$ cat config.mk
export PLATFORM = sky130hd
export DESIGN_NAME = alu_core
export DESIGN_NICKNAME = d
export VERILOG_FILES = /design/src/source/alu_pkg.sv /design/src/source/alu_streams.sv /design/src/source/alu_dispatcher.sv /design/src/source/alu_simple_unit.sv /design/src/source/alu_multiplier.sv /design/src/source/alu_results_combiner.sv /design/src/source/alu_core.sv
export SDC_FILE = /design/constraint.sdc
export NUM_CORES = 2
export LEC_CHECK = 0
export BUFFER_PORTS_ARGS = -buffer_cell sky130_fd_sc_hd__buf_4
export CAP_MARGIN = 20
export CORE_ASPECT_RATIO = 1.4
export CORE_MARGIN = 2
export CORE_UTILIZATION = 45
export DETAILED_ROUTE_END_ITERATION = 12
export SETUP_SLACK_MARGIN = 0.15
export SKIP_LAST_GASP = 1
export SYNTH_ARGS = -nofsm -noshare
export SYNTH_HDL_FRONTEND = slang
export SYNTH_SLANG_ARGS = --single-unit
$ cat constraint.sdc
create_clock -name clock -period 20.7 [get_ports clock]
set_clock_uncertainty 0.1 [all_clocks]
set_input_delay 2.07 -clock clock [delete_from_list [all_inputs] [get_ports clock]]
set_output_delay 2.07 -clock clock [all_outputs]
set_load 0.005 [all_outputs]
$ cat src/source/alu_pkg.sv
//##########################################################################
// Shared widths, latencies and opcodes for the integer execution cluster.
// Every module and interface of the cluster imports what it needs from
// here, and the testbench uses the same definitions for its model.
//##########################################################################

`default_nettype none

package alu_pkg;

    // Operand and result width
    localparam int data_width = 32;

    // Destination register tag width
    localparam int dest_width = 5;

    // Shift amounts come from the low bits of operand b
    localparam int shift_width = $clog2(data_width);

    // Cycles from acceptance to the multiplier result
    localparam int mul_latency = 3;

    typedef enum logic [3:0] {
        op_add  = 4'd0,
        op_sub  = 4'd1,
        op_and  = 4'd2,
        op_or   = 4'd3,
        op_xor  = 4'd4,
        op_sll  = 4'd5,
        op_srl  = 4'd6,
        op_slt  = 4'd7,
        op_mul  = 4'd8,
        op_mulh = 4'd9
    } alu_opcode_t;

endpackage

`default_nettype wire

$ cat src/source/alu_streams.sv
//##########################################################################
// Stream interfaces inside the execution cluster.
// The issue interface carries one operation from the dispatcher to a unit,
// the result interface carries one result from a unit to the combiner.
// Neither has a ready, units never stall and valid lasts one cycle.
//##########################################################################

`timescale 1ns/1ns
`default_nettype none

interface alu_issue_if;
    import alu_pkg::*;

    logic valid;
    alu_opcode_t opcode;
    logic [data_width-1:0] operand_a;
    logic [data_width-1:0] operand_b;
    logic [dest_width-1:0] dest;

    modport sender (output valid, opcode, operand_a, operand_b, dest);
    modport receiver (input valid, opcode, operand_a, operand_b, dest);

endinterface

interface alu_result_if;
    import alu_pkg::*;

    logic valid;
    logic [data_width-1:0] data;
    logic [dest_width-1:0] dest;

    modport sender (output valid, data, dest);
    modport receiver (input valid, data, dest);

endinterface

`default_nettype wire

$ cat src/source/alu_dispatcher.sv
//##########################################################################
// Routes issued operations to the simple unit or to the multiplier.
// Routing is combinational, so a unit sees its valid in the accept cycle.
// issue_ready drops only for a simple operation that would finish in the
// same cycle as a multiply accepted earlier.
//##########################################################################

`timescale 1ns/1ns
`default_nettype none

module alu_dispatcher (
    input logic clock,
    input logic reset,
    input logic issue_valid,
    input alu_pkg::alu_opcode_t issue_opcode,
    input logic [alu_pkg::data_width-1:0] issue_operand_a,
    input logic [alu_pkg::data_width-1:0] issue_operand_b,
    input logic [alu_pkg::dest_width-1:0] issue_dest,
    output logic issue_ready,
    alu_issue_if.sender simple_issue,
    alu_issue_if.sender mul_issue
);
    import alu_pkg::*;

    logic is_mul;
    logic accept;
    logic mul_accept;

    // Bit i is set when a multiply was accepted i cycles ago, bit 0 being
    // the acceptance in the current cycle
    logic [mul_latency-1:1] mul_age;

    assign is_mul = (issue_opcode == op_mul) || (issue_opcode == op_mulh);

    // The simple unit takes one cycle, so a multiply accepted
    // mul_latency-1 cycles ago would land on the same edge
    assign issue_ready = is_mul || !mul_age[mul_latency-1];

    assign accept = issue_valid && issue_ready;
    assign mul_accept = accept && is_mul;

    always_ff @(posedge clock) begin
        if (reset) begin
            mul_age <= '0;
        end else begin
            mul_age <= {mul_age[mul_latency-2:1], mul_accept};
        end
    end

    assign simple_issue.valid = accept && !is_mul;
    assign mul_issue.valid = mul_accept;

    // Payload fields go to both units, only the valid tells them apart
    assign simple_issue.opcode = issue_opcode;
    assign simple_issue.operand_a = issue_operand_a;
    assign simple_issue.operand_b = issue_operand_b;
    assign simple_issue.dest = issue_dest;

    assign mul_issue.opcode = issue_opcode;
    assign mul_issue.operand_a = issue_operand_a;
    assign mul_issue.operand_b = issue_operand_b;
    assign mul_issue.dest = issue_dest;

endmodule

`default_nettype wire

$ cat src/source/alu_simple_unit.sv
//##########################################################################
// Single cycle unit for add, subtract, logic, shifts and signed compare.
// The result is registered and appears on the result interface one
// cycle after the operation is issued.
//##########################################################################

`timescale 1ns/1ns
`default_nettype none

module alu_simple_unit (
    input logic clock,
    input logic reset,
    alu_issue_if.receiver issue,
    alu_result_if.sender result
);
    import alu_pkg::*;

    logic [data_width-1:0] computed;
    logic [shift_width-1:0] shift_amount;
    logic less_than;

    assign shift_amount = issue.operand_b[shift_width-1:0];
    assign less_than = $signed(issue.operand_a) < $signed(issue.operand_b);

    always_comb begin
        case (issue.opcode)
            op_add: computed = issue.operand_a + issue.operand_b;
            op_sub: computed = issue.operand_a - issue.operand_b;
            op_and: computed = issue.operand_a & issue.operand_b;
            op_or: computed = issue.operand_a | issue.operand_b;
            op_xor: computed = issue.operand_a ^ issue.operand_b;
            op_sll: computed = issue.operand_a << shift_amount;
            op_srl: computed = issue.operand_a >> shift_amount;
            op_slt: computed = {{(data_width-1){1'b0}}, less_than};
            // Multiplies never reach this unit
            default: computed = '0;
        endcase
    end

    always_ff @(posedge clock) begin
        if (reset) begin
            result.valid <= 1'b0;
        end else begin
            result.valid <= issue.valid;
        end
    end

    always_ff @(posedge clock) begin
        if (issue.valid) begin
            result.data <= computed;
            result.dest <= issue.dest;
        end
    end

endmodule

`default_nettype wire

$ cat src/source/alu_multiplier.sv
//##########################################################################
// Three stage pipelined signed multiplier.
// Stage one captures the operands, stage two forms the full product and
// stage three picks the low or high half. One operation per cycle is
// accepted, so up to three can be in flight.
//##########################################################################

`timescale 1ns/1ns
`default_nettype none

module alu_multiplier (
    input logic clock,
    input logic reset,
    alu_issue_if.receiver issue,
    alu_result_if.sender result
);
    import alu_pkg::*;

    // One valid bit per stage
    logic [mul_latency-1:0] stage_valid;

    logic signed [data_width-1:0] s1_a;
    logic signed [data_width-1:0] s1_b;
    logic [dest_width-1:0] s1_dest;
    logic s1_high;

    logic signed [2*data_width-1:0] s2_product;
    logic [dest_width-1:0] s2_dest;
    logic s2_high;

    always_ff @(posedge clock) begin
        if (reset) begin
            stage_valid <= '0;
        end else begin
            stage_valid <= {stage_valid[mul_latency-2:0], issue.valid};
        end
    end

    assign result.valid = stage_valid[mul_latency-1];

    always_ff @(posedge clock) begin
        if (issue.valid) begin
            s1_a <= issue.operand_a;
            s1_b <= issue.operand_b;
            s1_dest <= issue.dest;
            s1_high <= (issue.opcode == op_mulh);
        end
    end

    always_ff @(posedge clock) begin
        if (stage_valid[0]) begin
            s2_product <= s1_a * s1_b;
            s2_dest <= s1_dest;
            s2_high <= s1_high;
        end
    end

    always_ff @(posedge clock) begin
        if (stage_valid[1]) begin
            if (s2_high) begin
                result.data <= s2_product[2*data_width-1:data_width];
            end else begin
                result.data <= s2_product[data_width-1:0];
            end
            result.dest <= s2_dest;
        end
    end

endmodule

`default_nettype wire

$ cat src/source/alu_results_combiner.sv
//##########################################################################
// Merges the simple unit and multiplier results into one registered
// write-back stream with a zero flag. The dispatcher keeps the two
// sources from being valid together; the multiplier wins if they are.
//##########################################################################

`timescale 1ns/1ns
`default_nettype none

module alu_results_combiner (
    input logic clock,
    input logic reset,
    alu_result_if.receiver simple_result,
    alu_result_if.receiver mul_result,
    output logic result_valid,
    output logic [alu_pkg::data_width-1:0] result_data,
    output logic [alu_pkg::dest_width-1:0] result_dest,
    output logic result_zero
);
    import alu_pkg::*;

    logic selected_valid;
    logic [data_width-1:0] selected_data;
    logic [dest_width-1:0] selected_dest;

    assign selected_valid = mul_result.valid || simple_result.valid;
    assign selected_data = mul_result.valid ? mul_result.data : simple_result.data;
    assign selected_dest = mul_result.valid ? mul_result.dest : simple_result.dest;

    always_ff @(posedge clock) begin
        if (reset) begin
            result_valid <= 1'b0;
        end else begin
            result_valid <= selected_valid;
        end
    end

    always_ff @(posedge clock) begin
        if (selected_valid) begin
            result_data <= selected_data;
            result_dest <= selected_dest;
            result_zero <= (selected_data == '0);
        end
    end

endmodule

`default_nettype wire

$ cat src/source/alu_core.sv
//##########################################################################
// Top level of the integer execution cluster.
// Operations enter through a valid and ready handshake and leave as a
// valid only write-back stream. Simple operations return two cycles after
// acceptance and multiplies four, possibly out of order, matched by tag.
//##########################################################################

`timescale 1ns/1ns
`default_nettype none

module alu_core (
    input logic clock,
    input logic reset,
    input logic issue_valid,
    input alu_pkg::alu_opcode_t issue_opcode,
    input logic [alu_pkg::data_width-1:0] issue_operand_a,
    input logic [alu_pkg::data_width-1:0] issue_operand_b,
    input logic [alu_pkg::dest_width-1:0] issue_dest,
    output logic issue_ready,
    output logic result_valid,
    output logic [alu_pkg::data_width-1:0] result_data,
    output logic [alu_pkg::dest_width-1:0] result_dest,
    output logic result_zero
);

    alu_issue_if simple_issue_bus ();
    alu_issue_if mul_issue_bus ();
    alu_result_if simple_result_bus ();
    alu_result_if mul_result_bus ();

    alu_dispatcher dispatcher_inst (
        .clock(clock),
        .reset(reset),
        .issue_valid(issue_valid),
        .issue_opcode(issue_opcode),
        .issue_operand_a(issue_operand_a),
        .issue_operand_b(issue_operand_b),
        .issue_dest(issue_dest),
        .issue_ready(issue_ready),
        .simple_issue(simple_issue_bus.sender),
        .mul_issue(mul_issue_bus.sender)
    );

    alu_simple_unit simple_unit_inst (
        .clock(clock),
        .reset(reset),
        .issue(simple_issue_bus.receiver),
        .result(simple_result_bus.sender)
    );

    alu_multiplier multiplier_inst (
        .clock(clock),
        .reset(reset),
        .issue(mul_issue_bus.receiver),
        .result(mul_result_bus.sender)
    );

    alu_results_combiner combiner_inst (
        .clock(clock),
        .reset(reset),
        .simple_result(simple_result_bus.receiver),
        .mul_result(mul_result_bus.receiver),
        .result_valid(result_valid),
        .result_data(result_data),
        .result_dest(result_dest),
        .result_zero(result_zero)
    );

endmodule

`default_nettype wire

After elaboration in Yosys (flattened, before gate mapping). Index checks and enable logic that the tools add are counted.

Register bits after elaboration: 259. Input port bits: 76. Output and inout bits: 40. Word-level logic and storage cells: 50.

$add $sub $neg: 2. Multipliers: 1. Order comparisons: 1. Eq/ne operators: 9. Shift operators: 2. Mux-type cells: 4. Bitwise operators: 3. Reduce and logical (&&, ||, !) cells: 10.

Operator list (number): $pmux W32 S8 (1); $mul A32 B32 Y64 (1); $mux W32 (2); $add A32 B32 Y32 (1); $and A32 B32 Y32 (1); $logic_not A32 Y1 (1); $lt A32 B32 Y1 (1); $or A32 B32 Y32 (1); $shl A32 B5 Y32 (1); $shr A32 B5 Y32 (1); $sub A32 B32 Y32 (1); $xor A32 B32 Y32 (1); $eq A4 B3 Y1 const B (4); $eq A4 B2 Y1 const B (2); $eq A4 B4 Y1 const B (2); $mux W5 (1); $eq A4 B1 Y1 const B (1); $logic_not A4 Y1 (1); $logic_and A1 B1 Y1 (3); $logic_or A1 B1 Y1 (3); $logic_not A1 Y1 (2).

Depth between registers and ports, before layout.
Depth after elaboration: 5. Mapped depth: 30. Mapped depth without buffers: 28.

Hierarchy. Synthesis repeated with hierarchy kept, for this count alone.

Cells, all modules: 5598. Area total of the unflattened synthesis: 53869.2 µm².

Modules (own cells, without submodules): alu_multiplier (instances 1, cells an instance 4102, area an instance 41927.7 µm², seq. area each 5375.2 µm²); alu_simple_unit (instances 1, cells an instance 1236, area an instance 8979.9 µm², seq. area each 1131.1 µm²); alu_results_combiner (instances 1, cells an instance 106, area an instance 1776.7 µm², seq. area each 1161.1 µm²); alu_dispatcher (instances 1, cells an instance 154, area an instance 1184.9 µm², seq. area each 40.0 µm²).

Worst setup path after synthesis. No wires, ideal clock.

Path type: flip-flop to flip-flop. Start point: reg multiplier_inst.s1_a[31]. End point: reg multiplier_inst.s2_product[62], data pin. Setup time: 0.258 ns. Arrival time: 7.397 ns. Required time: 20.342 ns. Slack: 12.945 ns. Cell stages (with the launch flop): 27. Path buffers: 2. Period minus slack after synthesis: 7.755 ns. Cells stage by stage: edfxtp_1 clkbuf_1 nand2_1 inv_1 fa_1 inv_1 fa_1 inv_1 fa_1 fa_1 inv_1 fa_1 inv_1 fa_1 fa_1 fa_1 ha_1 clkbuf_1 and3_1 nand2_1 nor2_1 nand2_1 nor3_1 a21oi_1 a2bb2oi_1 a21o_1 xnor2_1.

Longest elaborated chain between the ends: 1.

RTL lines: from (decl) (RTL line alu_multiplier.sv:22) `logic signed [data_width-1:0] s1_a;`; from (signal assigned) (RTL line alu_multiplier.sv:43) `s1_a <= issue.operand_a;`; $mul A32 B32 Y64 (RTL line alu_multiplier.sv:52) `s2_product <= s1_a * s1_b;`; to (signal assigned) (RTL line alu_multiplier.sv:52); to (decl) (RTL line alu_multiplier.sv:27) `logic signed [2*data_width-1:0] s2_product;`.

Every way passes these cells. A chain may end at the register's enable or synchronous reset.

Final worst setup path.
Start point: reg multiplier_inst.s1_b[5]. End point: reg multiplier_inst.s2_product[58], data pin.

Longest elaborated chain between the ends: 1.

RTL lines: from (decl) (RTL line alu_multiplier.sv:23) `logic signed [data_width-1:0] s1_b;`; from (signal assigned) (RTL line alu_multiplier.sv:44) `s1_b <= issue.operand_b;`; $mul A32 B32 Y64 (RTL line alu_multiplier.sv:52).

Every way passes these cells.

==> run summary <==
TritonCTS clock tree = built
Crit start category = flop
Worst path required time = 20.92 ns
CTS buffer count = 28
First-pass GRT wire length = 246000 microns
Setup-failing EPs final = 0
CP arrival = 8.98 ns
Die Span Y = 406 microns
# fillers = 10900
Tmin final = 8.76 ns
Vias = 37700
PortBufs = 115
DRT iter0 DRCs = 2350
Largest net degree at the start of global routing = 67
Final hold slack = 0.317 ns
Gate Count Post-Synth = 5420
Hold Crit Class = reg2reg
Fin. Hold Viols = 0
Layout cells sized above 1 = 6.81%
Top_reg_cell synth = edfxtp_1
Vias in the first global route = 41400
Initial core utilization = 45.4%
CP peak stage delay = 0.90 ns
WS Path Type = reg2reg
Core area = 0.115 sq mm
RSZ-0062 raised after global routing = no
CTS root buffer = clkbuf_16
Reg clk slew, reported paths = 0.07 ns
Number of max-cap violations = 0
Synth Cell Area = 0.0520 sq mm
Initial antenna violation count = 5
H-tree Lvls = 1
GP Congestion = 0.987
Normalized max-slew margin = 24.2%
Total GRT Usage = 27.4%
Drt total wl = 158000 microns
CP most frequent cell = fa_1
Hold_buf cts = 0
EDFF count, synth = 252
FP Rows = 147
Final max-slew violation count = 0
Period utilization = 42.3%
Slowest-stage cell, CP = fa_1
Setup TNS = 0 ns
Vias per inst = 5.49
Horiz. Die Dim = 291 microns
Clock Sinks = 257
Worst-path maximum fanout = 32
Layout Nets = 6798
Slew @ Worst Pin = 1.13 ns
Synth async-reset ratio = 0%
Cts repair resizes = 0
DRC = 0
Area share of the largest cell type after synthesis = 41.8%
Io pins = 116
Leading area contributor after synthesis = fa_1
Initial DRT Pass Iterations = 6
CTS Buffer Depth = 3
Max Clock Freq = 114 MHz
Area growth, synth to finish = 6.15%
Grt ovf = 0
Worst skew pair latency = 0.60 ns
Ranking of synthesized cells by area = fa_1 (42%), edfxtp_1 (15%), inv_1 (8.1%)
Mapped Nets = 6861
Ant. Diodes = 0
Antenna Nets Post-Route = 0
Sequential element share of the synthesized area = 14.8%
Critical path endpoint category = flop
Flops & latches, synth = 257
Warnings, synthesis = 0
Per-cell routed wire length = 22.9 microns
Post-CTS setup buffer count = 0
Synth Area per Inst = 9.59 sq um
Yosys cell types = 88
Die ar. = 0.118 sq mm
Worst reg-to-reg setup slack = 11.94 ns
Status = complete, no violations
HPWL after detailed placement = 128000 microns
[cells in the final DEF, fill, tap and decap left out, types with 13 or more instances in the layout]
cell type / n
a211oi_1: 25
a21o_1: 40
a21oi_1: 178
a22oi_1: 35
a31oi_1: 16
and2_1: 489
and3_1: 14
buf_4: 203
clkbuf_16: 29
edfxtp_1: 252
fa_1: 1084
ha_1: 281
inv_1: 1126
mux2_2: 75
mux2i_1: 62
nand2_1: 639
nand2b_1: 20
nand3_1: 30
nor2_1: 184
nor2b_1: 16
nor3_1: 33
o211ai_1: 20
o21ai_0: 176
o21bai_1: 16
o221ai_1: 13
o22ai_1: 15
xnor2_1: 75
xor2_1: 22
[sequential cells by signal (all words and copies together) (netlist names), 3 cells and up]
name and flops:
multiplier_inst.stage_valid 3, multiplier_inst.s2_dest 5, multiplier_inst.s1_a 32, combiner_inst.result_data 32, multiplier_inst.result.data 32, multiplier_inst.s1_b 32
multiplier_inst.s2_product 64, simple_unit_inst.result.dest 5, combiner_inst.result_dest 5, multiplier_inst.result.dest 5, simple_unit_inst.result.data 32, multiplier_inst.s1_dest 5
[path summary, 6_finish.rpt]
check / startpoint / to / cells after the start
max: multiplier_inst.s1_b[5]$_DFFE_PP_ / multiplier_inst.s2_product[58]$_DFFE_PP_ / 25
min: multiplier_inst.s2_dest[1]$_DFFE_PP_ / multiplier_inst.result.dest[1]$_DFFE_PP_ / 0
max reg2reg: multiplier_inst.s1_b[5]$_DFFE_PP_ / multiplier_inst.s2_product[58]$_DFFE_PP_ / 25
min reg2reg: multiplier_inst.s2_dest[1]$_DFFE_PP_ / multiplier_inst.result.dest[1]$_DFFE_PP_ / 0
[worst max-delay path, delay by kind of cell, from the launching register on]
| kind | cells | cell delay, ns |
|---|---|---|
| AO/OA/AOI/OAI | 4 | 1.17 |
| buffers and inverters | 8 | 1.53 |
| flip-flops | 1 | 0.33 |
| XOR/XNOR | 1 | 0.09 |
| AND/OR/NAND/NOR | 3 | 0.53 |
| adder cells (fa/ha/maj) | 9 | 4.73 |
[per-stage QoR]
| stage | cell area, sq um | cells | util (%) | worst slack (ns) |
|---|---|---|---|---|
| 2_1_floorplan | 52000 | 5420 | - | 12.95 |
| 4_1_cts | 55200 | 6868 | 48.1 | 11.90 |
| 3_5_place_dp | 54300 | 6817 | 47.4 | 11.92 |
| 5_1_grt | 55200 | 6868 | 48.1 | 11.38 |
| 3_3_place_gp | 54200 | 6816 | 47.3 | 11.99 |
| 6_report | 55200 | 6868 | 48.1 | 11.94 |
[cell type report]
class                   instances  area [sq um]  share of cell area, %
multi-input cells            3736         38900                   70.6
clock buffers                  32           737                   1.34
clock inverters                19           149                  0.270
well taps                    1490          1860                   3.38
flip-flops and latches        257          7670                   13.9
inverters                    1130          4240                   7.69
repair buffers                204          1550                   2.81
[per-layer routing]
metal	global-route usage, %	wire, microns	up-vias
met5	0	0	-
met4	13.0	8750	0
met3	1.88	6590	350
met2	50.2	82400	1173
met1	32.9	59800	19700
li1	-	-	16500
[cell usage after synthesis (all sizes together) (31+ instances only)]
cell type / instances
and2: 489
a21oi: 179
xnor2: 75
nand2: 639
clkbuf: 265
inv: 1128
a22oi: 35
buf: 32
a21o: 40
nand3: 31
fa: 1084
edfxtp: 252
nor3: 37
mux2i: 62
ha: 281
mux2: 75
nor2: 184
o21ai: 186
[logic make-up (layout without fill, tap and decap cells)]
| family | count (synthesis) | count (layout) | share of synthesized area, % |
|---|---|---|---|
| and+or+nand+nor | 1486 | 1486 | 13.9 |
| xor gates and xnor gates | 97 | 97 | 1.63 |
| buffers and inverters | 1427 | 1385 | 10.4 |
| DFF | 257 | 257 | 14.8 |
| AOI/OAI and AO/OA | 649 | 649 | 7.91 |
| muxes | 139 | 139 | 2.91 |
| adders and majority gates | 1365 | 1365 | 48.5 |
Power is not shown: default switching activity piles up to over one toggle a cycle in this logic, so the estimate is an artifact.
